===== src/source/hazardPkg.sv =====
package hazardPkg;

    // Width of a register index for 32 architectural registers.
    localparam int regIdxWidth = 5;

    typedef logic [regIdxWidth-1:0] regIdxT;

    // Decoded instruction fields seen by the hazard logic.
    // The execute stage carries the same entry one cycle later.
    typedef struct packed {
        regIdxT rs1;
        regIdxT rs2;
        regIdxT rd;
        logic   regWrite;
        logic   memRead;
        logic   branch;
        logic   valid;
    } decodeEntryT;

    // Destination fields only, for the memory and writeback stages.
    typedef struct packed {
        regIdxT rd;
        logic   regWrite;
        logic   memRead;
    } destEntryT;

    // Operand source select for the execute stage muxes.
    typedef enum logic [1:0] {
        fwdNone      = 2'b00,
        fwdWriteback = 2'b01,
        fwdMemory    = 2'b10
    } fwdSelT;

    // Per-cycle stage controls.
    typedef struct packed {
        logic stallD;
        logic bubbleE;
        logic flushD;
    } stageCtrlT;

endpackage


===== src/source/forwardUnit.sv =====
`timescale 1ns/1ps

// Forwarding select logic for the execute operands and the
// decode-stage branch comparator.
module forwardUnit (
    input  hazardPkg::decodeEntryT decodeIn,
    input  hazardPkg::decodeEntryT execEntry,
    input  hazardPkg::destEntryT   memEntry,
    input  hazardPkg::destEntryT   wbEntry,
    output hazardPkg::fwdSelT      forwardAE,
    output hazardPkg::fwdSelT      forwardBE,
    output logic                   forwardAD,
    output logic                   forwardBD
);

    // Memory is checked first since it holds the newer result.
    function automatic hazardPkg::fwdSelT execSelect(
        input hazardPkg::regIdxT    src,
        input hazardPkg::destEntryT memDest,
        input hazardPkg::destEntryT wbDest
    );
        hazardPkg::fwdSelT sel;
        sel = hazardPkg::fwdNone;
        if (memDest.regWrite && (memDest.rd != '0) && (memDest.rd == src)) begin
            sel = hazardPkg::fwdMemory;
        end else if (wbDest.regWrite && (wbDest.rd != '0) && (wbDest.rd == src)) begin
            sel = hazardPkg::fwdWriteback;
        end
        return sel;
    endfunction

    // A load in memory has no data yet, so the branch must wait for it
    // instead of forwarding.
    function automatic logic decodeSelect(
        input hazardPkg::regIdxT    src,
        input hazardPkg::destEntryT memDest,
        input logic                 isBranch
    );
        logic hit;
        hit = memDest.regWrite && !memDest.memRead
            && (memDest.rd != '0) && (memDest.rd == src);
        return isBranch && hit;
    endfunction

    logic branchD;

    assign branchD = decodeIn.valid && decodeIn.branch;

    always_comb begin
        forwardAE = execSelect(execEntry.rs1, memEntry, wbEntry);
        forwardBE = execSelect(execEntry.rs2, memEntry, wbEntry);
    end

    always_comb begin
        forwardAD = decodeSelect(decodeIn.rs1, memEntry, branchD);
        forwardBD = decodeSelect(decodeIn.rs2, memEntry, branchD);
    end

endmodule


===== src/source/hazardControl.sv =====
`timescale 1ns/1ps

// Turns the hazard causes into stall and flush levels and
// the per-stage controls.
module hazardControl (
    input  logic                 loadUse,
    input  logic                 branchHazard,
    input  logic                 flushBranch,
    output hazardPkg::stageCtrlT stageCtrl,
    output logic                 stall,
    output logic                 flush
);

    // Either cause holds the decode instruction in place.
    assign stall = loadUse || branchHazard;

    // A stall leaves an empty slot in execute, just like a mispredict.
    assign flush = stall || flushBranch;

    // flushD wins over stallD upstream.
    // After a mispredict the held instruction is on the wrong path.
    always_comb begin
        stageCtrl.stallD  = stall;
        stageCtrl.bubbleE = flush;
        stageCtrl.flushD  = flushBranch;
    end

endmodule


===== src/source/hazardTop.sv =====
`timescale 1ns/1ps

// Hazard subsystem top level.
// Tracks the instructions in execute, memory and writeback and
// produces the forwarding selects and stall and flush levels.
module hazardTop #(
    parameter int regIdxWidth = 5
)(
    input  logic                   clk,
    input  logic                   rstN,
    input  hazardPkg::decodeEntryT decodeIn,
    input  logic                   flushBranch,
    output hazardPkg::fwdSelT      forwardAE,
    output hazardPkg::fwdSelT      forwardBE,
    output logic                   forwardAD,
    output logic                   forwardBD,
    output logic                   stall,
    output logic                   flush
);

    hazardPkg::decodeEntryT execEntry;
    hazardPkg::destEntryT   execDest;
    hazardPkg::destEntryT   memEntry;
    hazardPkg::destEntryT   wbEntry;
    hazardPkg::stageCtrlT   stageCtrl;
    logic                   loadUse;
    logic                   branchHazard;

    // The stage entries are sized by the package, so the width must agree.
    if (regIdxWidth != hazardPkg::regIdxWidth) begin : gWidthCheck
        $error("hazardTop regIdxWidth does not match hazardPkg");
    end

    // Only the destination fields travel past execute.
    assign execDest = '{
        rd:       execEntry.rd,
        regWrite: execEntry.regWrite,
        memRead:  execEntry.memRead
    };

    pipeStage #(.payloadT(hazardPkg::decodeEntryT)) execStage (
        .clk    (clk),
        .rstN   (rstN),
        .bubble (stageCtrl.bubbleE),
        .d      (decodeIn),
        .q      (execEntry)
    );

    // Memory and writeback never stall.
    pipeStage #(.payloadT(hazardPkg::destEntryT)) memStage (
        .clk    (clk),
        .rstN   (rstN),
        .bubble (1'b0),
        .d      (execDest),
        .q      (memEntry)
    );

    pipeStage #(.payloadT(hazardPkg::destEntryT)) wbStage (
        .clk    (clk),
        .rstN   (rstN),
        .bubble (1'b0),
        .d      (memEntry),
        .q      (wbEntry)
    );

    forwardUnit forwarding (
        .decodeIn  (decodeIn),
        .execEntry (execEntry),
        .memEntry  (memEntry),
        .wbEntry   (wbEntry),
        .forwardAE (forwardAE),
        .forwardBE (forwardBE),
        .forwardAD (forwardAD),
        .forwardBD (forwardBD)
    );

    stallUnit stallDetect (
        .decodeIn     (decodeIn),
        .execEntry    (execEntry),
        .memEntry     (memEntry),
        .loadUse      (loadUse),
        .branchHazard (branchHazard)
    );

    hazardControl control (
        .loadUse      (loadUse),
        .branchHazard (branchHazard),
        .flushBranch  (flushBranch),
        .stageCtrl    (stageCtrl),
        .stall        (stall),
        .flush        (flush)
    );

endmodule


===== src/source/pipeStage.sv =====
`timescale 1ns/1ps

// Generic stage register.
// A bubble loads an all-zero entry, which is an invalid instruction
// that writes no register.
module pipeStage #(
    parameter type payloadT = logic
)(
    input  logic    clk,
    input  logic    rstN,
    input  logic    bubble,
    input  payloadT d,
    output payloadT q
);

    always_ff @(posedge clk) begin
        if (!rstN) begin
            q <= '0;
        end else if (bubble) begin
            // Insert a bubble in place of the incoming entry.
            q <= '0;
        end else begin
            q <= d;
        end
    end

endmodule


===== src/source/stallUnit.sv =====
`timescale 1ns/1ps

// Stall detection for the decode stage.
module stallUnit (
    input  hazardPkg::decodeEntryT decodeIn,
    input  hazardPkg::decodeEntryT execEntry,
    input  hazardPkg::destEntryT   memEntry,
    output logic                   loadUse,
    output logic                   branchHazard
);

    logic execRs1Match;
    logic execRs2Match;
    logic memRs1Match;
    logic memRs2Match;
    logic execWrites;
    logic memLoads;
    logic branchD;

    // Source matches against a nonzero destination.
    assign execRs1Match = (execEntry.rd != '0) && (execEntry.rd == decodeIn.rs1);
    assign execRs2Match = (execEntry.rd != '0) && (execEntry.rd == decodeIn.rs2);
    assign memRs1Match  = (memEntry.rd != '0) && (memEntry.rd == decodeIn.rs1);
    assign memRs2Match  = (memEntry.rd != '0) && (memEntry.rd == decodeIn.rs2);

    assign execWrites = execEntry.regWrite;
    assign memLoads   = memEntry.regWrite && memEntry.memRead;
    assign branchD    = decodeIn.valid && decodeIn.branch;

    // Load data arrives one cycle too late for execute.
    assign loadUse = decodeIn.valid && execEntry.memRead
        && (execRs1Match || execRs2Match);

    // The branch compares in decode, so it waits for an ALU result still
    // in execute, and for a load until it reaches writeback.
    always_comb begin
        branchHazard = 1'b0;
        if (branchD) begin
            if (execWrites && (execRs1Match || execRs2Match)) begin
                branchHazard = 1'b1;
            end
            if (memLoads && (memRs1Match || memRs2Match)) begin
                branchHazard = 1'b1;
            end
        end
    end

endmodule


===== config.mk =====
export PLATFORM = sky130hd
export DESIGN_NAME = hazardTop
export DESIGN_NICKNAME = d
export VERILOG_FILES = /design/src/source/hazardPkg.sv /design/src/source/forwardUnit.sv /design/src/source/hazardControl.sv /design/src/source/hazardTop.sv /design/src/source/pipeStage.sv /design/src/source/stallUnit.sv
export SDC_FILE = /design/constraint.sdc
export NUM_CORES = 1
export LEC_CHECK = 0
export BUFFER_PORTS_ARGS = -buffer_cell sky130_fd_sc_hd__buf_2
export CORE_MARGIN = 2
export CORE_UTILIZATION = 55
export CTS_CLUSTER_SIZE = 12
export DETAILED_ROUTE_END_ITERATION = 10
export PLACE_DENSITY = 0.84
export SETUP_SLACK_MARGIN = 0.02
export SLEW_MARGIN = 25
export SYNTH_ARGS = -nofsm -noshare
export SYNTH_HDL_FRONTEND = slang
export SYNTH_SLANG_ARGS = --single-unit

===== constraint.sdc =====
create_clock -name clk -period 5.2 [get_ports clk]
set_clock_uncertainty 0.1 [all_clocks]
set_input_delay 0.26 -clock clk [delete_from_list [all_inputs] [get_ports clk]]
set_output_delay 0.26 -clock clk [all_outputs]
set_load 0.005 [all_outputs]

==> reports/results.md, run 1 <==
• 2 — Max H-tree Level
• 0.0001910 V — worst ir drop on vdd
• 11.98% — area growth from synthesis to layout
• 30 — count of pins on the block boundary
• 56.83 µm — Die Span Y
• reg -> out — Worst Setup Path Type
• 1146 — via count of the first global-routing pass
• 255.9 nW/µm² — Power Density
• 5202 µm — first-pass GRT wire length
• 0 — initial antenna violation count
• 0.33 ns — source-to-sink clock delay at the later pin of the worst-skew pair
• met2 — layer with the highest usage
• 0.7177 ns — slew at the pin closest to its max-slew limit
• sky130_fd_sc_hd__dfxtp_1 — post-synth top area cell
• 1657 µm² — cell area after placement
• 0 — Routed Antenna Nets
• 30 — total of flip-flops plus latches after synthesis
• 2.97 ns — setup slack of the most critical reg-to-reg path
• 209 — number of nets in the final layout
• 0 — Remaining Overflow, GRT
• 211 — total instance count after detailed placement
• 2 — Longest Clk Path Bufs
• 19 — largest fanout on the critical path
• 0.2910 — simple-gate portion of the synthesized area
• 1535 µm² — combined area of all synthesized cells
• 0.5460 — post-route fraction of the period consumed by the critical path
• 352.2 MHz — maximum operating frequency
• 0 — count of inserted antenna diode cells
• 0.5215 — slew margin rel.
• 0 — mux cell area share after synthesis
• register — Startpoint Class
• 0 — # Max-Cap Violations
• in -> reg — Hold WC Path Type
• 0.2819 — share of final-layout standard cells stronger than drive strength 1
• 1179 — via count of the routed design
• 2.839 ns — post-layout min period
• simple AND/OR/NAND/NOR gates — kind of cell adding the most delay to the critical path
• 183 — post-synthesis net count
• sky130_fd_sc_hd__dfxtp_1, sky130_fd_sc_hd__buf_2, sky130_fd_sc_hd__xor2_1 — commonest non-fill, non-tap cells in the layout
• 14.37 µm — average routed wire per standard cell
• 3148 µm — wire length after detailed routing
• 0.2282 — xor/xnor cell area share of the yosys netlist
• 0 — Post-synth ARST share
• 0.57 ns — biggest cell delay along the critical path
• 0.2335 — Global Route met1 Usage
• 0.06912 — met3 usage in global routing
• 0 — Post-synth EDFFs
• 1 — Buf+Inv Stages, Crit Path
• 0.6343 — Final Util
• 219 — non-filler cells, final
• 20 — maximum number of pins on one net before global-route repair
• 0 — Yosys Warn Count
• 0 — number of resized instances in the post-cts repair step
• 5.384 — via-per-instance ratio
• 27 — number of distinct library cell variants in the gate-level netlist after synthesis
• false — unrepaired setup endpoints after global routing
• 5 — number of CTS-inserted buffers
• 0 — Final setup viols
• 0 — cts hold-fix bufs
• sky130_fd_sc_hd__dfxtp_1 — most common flop cell mapped by yosys
• 4.84 ns — critical path required time
• output pin — type of element capturing the critical path
• 0.04156 — compound-cell area share of the yosys netlist
• 161 — instance count of the mapped netlist
• 0.09 ns — clk slew on worst S/H paths
• simple AND/OR/NAND/NOR gates — combinational family with the most area after synthesis
• 0.7930 — GPL Wtd Cong
• 19 — number of placement rows
• 0 — Setup Fix Bufs, Post-CTS
• 2.48 ns — arrival time of the worst setup path
• 0 — DRC viols
• sky130_fd_sc_hd__dfxtp_1, sky130_fd_sc_hd__xor2_1, sky130_fd_sc_hd__xnor2_1 — top post-synthesis cells by area
• 29 — Port Buf Inserts
• built — clock tree from TritonCTS
• 0 — adder and majority cell fraction of the synthesized area
• 4 — drt pass-1 iters
• or4_4 -> o21ai_4 -> nor2_2 -> o211a_1 -> or3_1 -> buf_2 — critical path, cell by cell
• 0.3912 — fraction of post-synthesis cell area in the top cell type by area
• 49 — first-iteration detailed-routing DRC count
• 0 — Max Slew Vio Count
• 1719 µm² — Final Instance Area
• 0.5665 — initial standard-cell utilization of the core
• 9.536 µm² — Post-Synthesis Mean Instance Area
• sky130_fd_sc_hd__or4_4 — slowest stage cell, crit path
• sky130_fd_sc_hd__clkbuf_4 — buffer type at the clock tree root
• 56.83 µm — width of the die
• 0.3904 — met2 track utilization from global routing
• complete, no violations — result of the run
• 0.0008538 µW — leakage dissipation
• 2442 µm — DP HPWL
• sky130_fd_sc_hd__dfxtp_1 — most frequent standard cell in the layout excluding fill and tap cells
• 2710 µm² — core region area
• 0 ns — setup TNS
• 0 — hold violation total from the final report
• 0.04211 ns — final hold slack
• 30 — number of sinks on the clock net
• 3230 µm² — area of the die
• 0.3912 — share of the yosys chip area belonging to registers
• 0.2119 — GRT Overall Usage
==> cells in the mapped netlist, types with 2 or more instances <==
| cell type | n |
|---|---|
| sky130_fd_sc_hd__and2_1 | 13 |
| sky130_fd_sc_hd__and3b_1 | 2 |
| sky130_fd_sc_hd__buf_2 | 2 |
| sky130_fd_sc_hd__buf_6 | 3 |
| sky130_fd_sc_hd__clkbuf_1 | 5 |
| sky130_fd_sc_hd__dfxtp_1 | 30 |
| sky130_fd_sc_hd__nand2_1 | 18 |
| sky130_fd_sc_hd__nand3_1 | 6 |
| sky130_fd_sc_hd__nor3_1 | 11 |
| sky130_fd_sc_hd__nor3_2 | 10 |
| sky130_fd_sc_hd__nor4_1 | 4 |
| sky130_fd_sc_hd__or4_1 | 4 |
| sky130_fd_sc_hd__xnor2_1 | 16 |
| sky130_fd_sc_hd__xor2_1 | 24 |
==> worst paths after layout <==
check	from	endpoint	cells after the start
setup / recovery	memStage.q[5]$_SDFF_PN0_	flush	6
hold / removal	decodeIn[2]	execStage.q[2]$_SDFF_PP0_	3
setup reg to reg	execStage.q[6]$_SDFF_PP0_	execStage.q[16]$_SDFF_PP0_	6
hold reg to reg	execStage.q[3]$_SDFF_PP0_	memStage.q[1]$_SDFF_PN0_	1
==> layout make-up <==
type / instances / area [µm²]
multi-input cells: 119 / 863.3
clock buffers: 7 / 55.05
well taps: 31 / 38.79
clock inverters: 1 / 5.005
repair buffers: 30 / 152.6
flip-flops and latches: 30 / 600.6
fillers: 247 / 991.0
inverters: 1 / 3.754
==> layer usage <==
layer,vias up,wire [µm]
li1,583,-
met4,0,27
met5,-,0
met3,6,213
met2,46,1655
met1,544,1252
==> per-stage QoR <==
| stage | power [µW] | setup WS [ns] |
|---|---|---|
| 2_1_floorplan | 282.2 | 3.117 |
| 3_3_place_gp | 298.5 | 2.765 |
| 3_5_place_dp | 300.4 | 2.716 |
| 4_1_cts | 441.9 | 2.345 |
| 5_1_grt | 459.1 | 2.236 |
| 6_report | 439.9 | 2.361 |
==> tightest hold or removal path, cell delays in order <==
cell and delay [ns]:
sky130_fd_sc_hd__buf_2 0.10, sky130_fd_sc_hd__nand2_1 0.05, sky130_fd_sc_hd__nor3_1 0.04
==> cell families after synthesis <==
logic type	count (synthesis)
AOI/OAI and AO/OA	5
and+or+nand+nor	74
buffers and inverters	12
DFF	30
xor gates and xnor gates	40
==> sequential cells by signal, indices dropped and copies added, names as in the netlist <==
name	count
memStage.q	7
wbStage.q	6
execStage.q	17
==> report_power, final <==
group / internal [µW] / switching (µW) / total [µW] / leakage (µW)
Sequential: 237 / 9.01 / 246 / 0.000245
Combinational: 25.0 / 23.8 / 48.8 / 0.000573
Clock: 65.4 / 79.4 / 145 / 0.0000353
Total: 328 / 112 / 440 / 0.000854
Power figures use the tool's default switching activity.
==> run 2: changes to the inputs <==
- CORE_UTILIZATION: 55 -> 54
- PLACE_DENSITY: 0.84 -> 0.82
- clock period: 5.2 -> 2.92 ns (I/O delays scaled with it)
==> run 2 against run 1 <==
Compared with the run above:
- combinational power up 120%
- critical path depth up 2
- power up 79%
- die area up 1.7%
- sequential power up 78%
- routed wire length up 15%
- global-route usage up 3.8 points
- non-clock buffer count up 19
- highest routed layer unchanged
==> reports/results.md, run 2 (synthesis results as in run 1) <==
• 379.8 MHz — maximum operating frequency
• 3 — Buf+Inv Stages, Crit Path
• execStage.q: 17 flops, memStage.q: 7 flops, wbStage.q: 6 flops — leading registers by flop count
• 5 — number of CTS-inserted buffers
• 1230 — via count of the routed design
• 0.138 — combinational power share
• 10 — largest fanout on the critical path
• sky130_fd_sc_hd__a2111oi_4 — slowest stage cell, crit path
• 3286 µm² — area of the die
• complete, no violations — result of the run
• sky130_fd_sc_hd__clkbuf_4 — buffer type at the clock tree root
• 0 — # Max-Cap Violations
• 5.212 — via-per-instance ratio
• 0.33 ns — source-to-sink clock delay at the later pin of the worst-skew pair
• 0.559 — Flop pwr share
• in -> reg — Hold WC Path Type
• false — unrepaired setup endpoints after global routing
• 590.6 µW — P_int
• 2.633 ns — post-layout min period
• 2.39 ns — arrival time of the worst setup path
• 19 — number of placement rows
• 57.32 µm — Die Span Y
• 202 — fillers
• 0.304 — share of total power in the clock network
• 0 — hold violation total from the final report
• 1290 — via count of the first global-routing pass
• 0 — Final setup viols
• 4 — drt pass-1 iters
• dlygate4sd3_1 -> buf_2 -> xor2_1 -> nor3_1 -> nand3_1 -> a2111oi_4 -> or2_2 -> buf_2 — critical path, cell by cell
• execStage.q[4]$_SDFF_PP0_ — worst reg2reg startpoint
• 0.0009293 µW — leakage dissipation
• 30 — number of sinks on the clock net
• 2.67 ns — critical path required time
• 29 — first-iteration detailed-routing DRC count
• 0.2480 — switching part of the total
• 0.5616 — initial standard-cell utilization of the core
• in -> out — Worst Setup Path Type
• buffers and inverters — kind of cell adding the most delay to the critical path
• 0.9018 — post-route fraction of the period consumed by the critical path
• 2734 µm² — core region area
• 0 ns — setup TNS
• 15 — maximum number of pins on one net before global-route repair
• 23.31% — area growth from synthesis to layout
• 0.2501 — GRT Overall Usage
• 0.67 ns — setup slack of the most critical reg-to-reg path
• memStage.q[0]$_SDFF_PN0_ — sink of the worst hold path
• sky130_fd_sc_hd__buf_2 — cell type with the highest occurrence count on the critical path
• 2559 µm — DP HPWL
• rstN — start point of the worst hold path
• 0 — initial antenna violation count
• 194.8 µW — Net Switching
• 0.7742 ns — slew at the pin closest to its max-slew limit
• execStage.q[15]$_SDFF_PP0_ — endpoint of the worst register-to-register path
• 0.9116 — GPL Wtd Cong
• 2 — Hold Path Stages
• 1672 µm² — cell area after placement
• 0 — number of resized instances in the post-cts repair step
• output pin — type of element capturing the critical path
• 0 — Routed Antenna Nets
• 1893 µm² — Final Instance Area
• 0.2585 — share of final-layout standard cells stronger than drive strength 1
• sky130_fd_sc_hd__dfxtp_1, sky130_fd_sc_hd__buf_2, sky130_fd_sc_hd__xor2_1 — commonest non-fill, non-tap cells in the layout
• sky130_fd_sc_hd__dfxtp_1 — most frequent standard cell in the layout excluding fill and tap cells
• 29 — Port Buf Inserts
• 2 — Longest Clk Path Bufs
• 414.9 nW/µm² — Power Density
• 57.32 µm — width of the die
• 0 — Setup Fix Bufs, Post-CTS
• 0.78 ns — biggest cell delay along the critical path
• 0.4839 — slew margin rel.
• 3606 µm — wire length after detailed routing
• 0 — DRC viols
• built — clock tree from TritonCTS
• 0 — Remaining Overflow, GRT
• 15.28 µm — average routed wire per standard cell
• execStage.q — largest register by flop count
• 0 — Max Slew Vio Count
• 228 — number of nets in the final layout
• 0.0004355 V — worst ir drop on vdd
• 0.08 ns — clk slew on worst S/H paths
• input pin — Startpoint Class
• 6 — depth of the worst register-to-register path
• 17 — number of flip-flops in the largest register
• 30 — count of pins on the block boundary
• 17 — cts hold-fix bufs
• 2 — Max H-tree Level
• 6092 µm — first-pass GRT wire length
• 0 — count of inserted antenna diode cells
[run 2: cell count changes in the layout (fill, tap and decap cells not counted), sizes merged]
cell,change
dlygate4sd3,+17
buf,+2
clkbuf,-1
clkinv,-1
[run 2: power groups by stage]
| stage | sequential (µW) | combinational, µW | clock (µW) |
|---|---|---|---|
| 4_1_cts | 439 | 106 | 248 |
| 3_3_place_gp | 448 | 85.4 | 0 |
| 6_report | 439 | 108 | 238 |
| 5_1_grt | 441 | 119 | 273 |
| 2_1_floorplan | 441 | 61.9 | 0 |
| 3_5_place_dp | 449 | 88.4 | 0 |
[run 2: how the worst max path moves through the flow]
stage,slack [ns],cells past startpoint,from,end
6_report,0.29,8,decodeIn[14],stall
4_1_cts,0.27,8,decodeIn[16],stall
5_1_grt,0.07,8,decodeIn[14],stall
2_1_floorplan,0.95,7,memStage.q[5]$_SDFF_PN0_,flush
3_5_place_dp,0.70,6,execStage.q[4]$_SDFF_PP0_,execStage.q[15]$_SDFF_PP0_
3_3_place_gp,0.76,6,execStage.q[6]$_SDFF_PP0_,execStage.q[14]$_SDFF_PP0_
[run 2: final cells by class]
type | count | area [µm²] | share of cell area
tap | 31 | 38.79 | 0.02049
clock buffer | 6 | 51.30 | 0.02710
timing repair buffer | 49 | 337.8 | 0.1785
multi-input combinational | 119 | 860.8 | 0.4547
inverter | 1 | 3.754 | 0.001983
sequential | 30 | 600.6 | 0.3172
[run 2: stage by stage]
step	setup WS, ns	util	hold slack, ns	power, µW	instances
after floorplan	0.9507	-	0.1643	502.5	161
final	0.2869	0.6924	0.1061	785.4	236
after CTS	0.2673	0.6924	0.07754	793.0	236
after global routing	0.06674	0.6924	0.07661	833.3	236
after global placement	0.7597	0.6114	0.2764	533.0	213
after detailed placement	0.6958	0.6114	0.2768	536.9	213
[run 2: routing by layer]
| layer | global-route usage | vias to the layer above | part of all wire |
|---|---|---|---|
| li1 | - | 620 | - |
| met1 | 0.2682 | 565 | 0.39 |
| met2 | 0.4532 | 39 | 0.55 |
| met3 | 0.09070 | 6 | 0.051 |
| met4 | 0.08306 | 0 | 0.013 |
| met5 | 0 | - | 0 |
==> run 3: changes to the inputs <==
- BUFFER_PORTS_ARGS: -buffer_cell sky130_fd_sc_hd__buf_2 -> unset
- CORE_UTILIZATION: 54 -> 55
- CTS_CLUSTER_SIZE: 12 -> unset
- DONT_BUFFER_PORTS: unset -> 1
- PLACE_DENSITY: 0.82 -> 0.74
==> run 3 against run 2 <==
Compared with the run above:
- critical path depth decreased by 3
- maximum frequency increased by 6.1%
- clock power increased by 5%
- non-clock buffer count decreased by 28
- sequential cell count unchanged
- largest power group unchanged
==> reports/results.md, run 3 (synthesis results as in run 1) <==
• 5.452 — via-per-instance ratio
• reg -> out — Worst Setup Path Type
• 56.83 µm — width of the die
• memStage.q[5]$_SDFF_PN0_ — critical path launch point
• 0.1014 — met3 usage in global routing
• in -> reg — Hold WC Path Type
• or4_4 -> o21ai_4 -> nor2_2 -> o211a_1 -> or3_1 — critical path, cell by cell
• register — Startpoint Class
• 0 — Routed Antenna Nets
• built — clock tree from TritonCTS
• 48 — first-iteration detailed-routing DRC count
• 0 — count of inserted antenna diode cells
• met2 — layer with the highest usage
• 0.2361 — GRT Overall Usage
• 0 — Max Slew Vio Count
• 2.481 ns — post-layout min period
• 18 — maximum number of pins on one net before global-route repair
• 183 — total instance count after detailed placement
• sky130_fd_sc_hd__or4_4 — slowest stage cell, crit path
• 0.6263 ns — slew at the pin closest to its max-slew limit
• 210 — non-filler cells, final
• 0.8496 — post-route fraction of the period consumed by the critical path
• 0.57 ns — biggest cell delay along the critical path
• 1772 µm² — Final Instance Area
• 56.83 µm — Die Span Y
• 0 — Final setup viols
• sky130_fd_sc_hd__dfxtp_1 — most frequent standard cell in the layout excluding fill and tap cells
• 1209 — via count of the first global-routing pass
• 1519 µm² — cell area after placement
• 0 — DRC viols
• 30 — number of sinks on the clock net
• 4 — drt pass-1 iters
• 5582 µm — first-pass GRT wire length
• 3458 µm — wire length after detailed routing
• false — unrepaired setup endpoints after global routing
• 12 — largest fanout on the critical path
• 2.67 ns — critical path required time
• 1145 — via count of the routed design
• 0.5665 — initial standard-cell utilization of the core
• 19 — number of placement rows
• 0.9071 — GPL Wtd Cong
• 0.5806 — slew margin rel.
• 2406 µm — DP HPWL
• 16.47 µm — average routed wire per standard cell
• 0.8246 ns — worst-case setup slack after placement
• 17 — number of flip-flops in the largest register
• 15.40% — area growth from synthesis to layout
• decodeIn[0] — start point of the worst hold path
• 0 — # Max-Cap Violations
• 0.1397 — share of final-layout standard cells stronger than drive strength 1
• 0 — Port Buf Inserts
• memStage.q[4]$_SDFF_PN0_ — worst reg2reg startpoint
• 0.4485 — met2 track utilization from global routing
• 0.4391 ns — smallest setup slack after layout
• 0.2259 — Global Route met1 Usage
• 0.09 ns — clk slew on worst S/H paths
• 0 — Remaining Overflow, GRT
• 2.23 ns — arrival time of the worst setup path
• 0 — initial antenna violation count
• sky130_fd_sc_hd__dfxtp_1, sky130_fd_sc_hd__xor2_1, sky130_fd_sc_hd__dlygate4sd3_1 — commonest non-fill, non-tap cells in the layout
• 0 — hold violation total from the final report
• 30 — count of pins on the block boundary
• 5 — number of CTS-inserted buffers
• 200 — number of nets in the final layout
• 777.2 µW — total power
• 403.1 MHz — maximum operating frequency
• 0.32 ns — source-to-sink clock delay at the later pin of the worst-skew pair
• 0.0003895 V — worst ir drop on vdd
• 2 — Longest Clk Path Bufs
• execStage.q — largest register by flop count
• 3230 µm² — area of the die
• execStage.q: 17 flops, memStage.q: 7 flops, wbStage.q: 6 flops — leading registers by flop count
• output pin — type of element capturing the critical path
• 0 ns — setup TNS
• complete, no violations — result of the run
• sky130_fd_sc_hd__clkbuf_4 — buffer type at the clock tree root
• 2710 µm² — core region area
• 230 — fillers
• 438.7 nW/µm² — Power Density
• 2 — Max H-tree Level
• 0.0008130 µW — leakage dissipation
==> run 3: cell types whose count changed in the layout (fill, tap and decap cells not counted) <==
cell / change
sky130_fd_sc_hd__clkbuf_1: +1
sky130_fd_sc_hd__buf_4: -1
sky130_fd_sc_hd__nor2b_2: +1
sky130_fd_sc_hd__dlygate4sd3_1: +2
sky130_fd_sc_hd__buf_2: -29
sky130_fd_sc_hd__nor2b_1: -1
sky130_fd_sc_hd__clkinv_2: +1
==> run 3: cell type report <==
type,instances,area (µm²),share of cell area
inverters,1,3.754,0.002119
clock buffers,7,55.05,0.03107
multi-input cells,119,863.3,0.4873
repair buffers,21,205.2,0.1158
clock inverters,1,5.005,0.002825
flip-flops and latches,30,600.6,0.3390
well taps,31,38.79,0.02189
==> run 3: worst paths after layout <==
path                                              endpoint  slack [ns]  cells after the start
worst min register to register    memStage.q[1]$_SDFF_PN0_        0.36                      1
worst min-delay path            execStage.q[15]$_SDFF_PP0_        0.07                      3
worst max-delay path                                 flush        0.44                      5
worst max register to register   execStage.q[2]$_SDFF_PP0_        0.79                      6
==> run 3: worst max-delay path: cells and delay by family, from the launching register on <==
family	cells	cell delay, ns
AO/OA/AOI/OAI	2	0.46
flip-flops	1	0.40
AND/OR/NAND/NOR	3	1.04
==> run 3: stage by stage <==
stage               hold slack (ns)    util
floorplan                    0.1643       -
global placement             0.1698  0.5605
detailed placement           0.1735  0.5605
CTS                         0.07127  0.6491
global route                0.08646  0.6537
finish                      0.07191  0.6537
==> run 3: per-layer routing <==
| layer | up-vias | wire (µm) |
|---|---|---|
| met2 | 32 | 1890 |
| met5 | - | 0 |
| met4 | 0 | 25 |
| met1 | 544 | 1336 |
| li1 | 565 | - |
| met3 | 4 | 206 |
==> run 3: what timing repair did <==
action / CTS / global route
resized for setup: 0 / 0
endpoints found under the setup margin: 0 / 0
hold buffers: 18 / 1
buffers inserted: 0 / 0
endpoints found under the hold margin: 30 / 2
==> run 3: where the power goes <==
group          leakage, µW  internal, µW  switching (µW)
logic             0.000532          51.3            35.7
registers         0.000245           422            16.5
clock network    0.0000353           116             135
total             0.000813           590             187
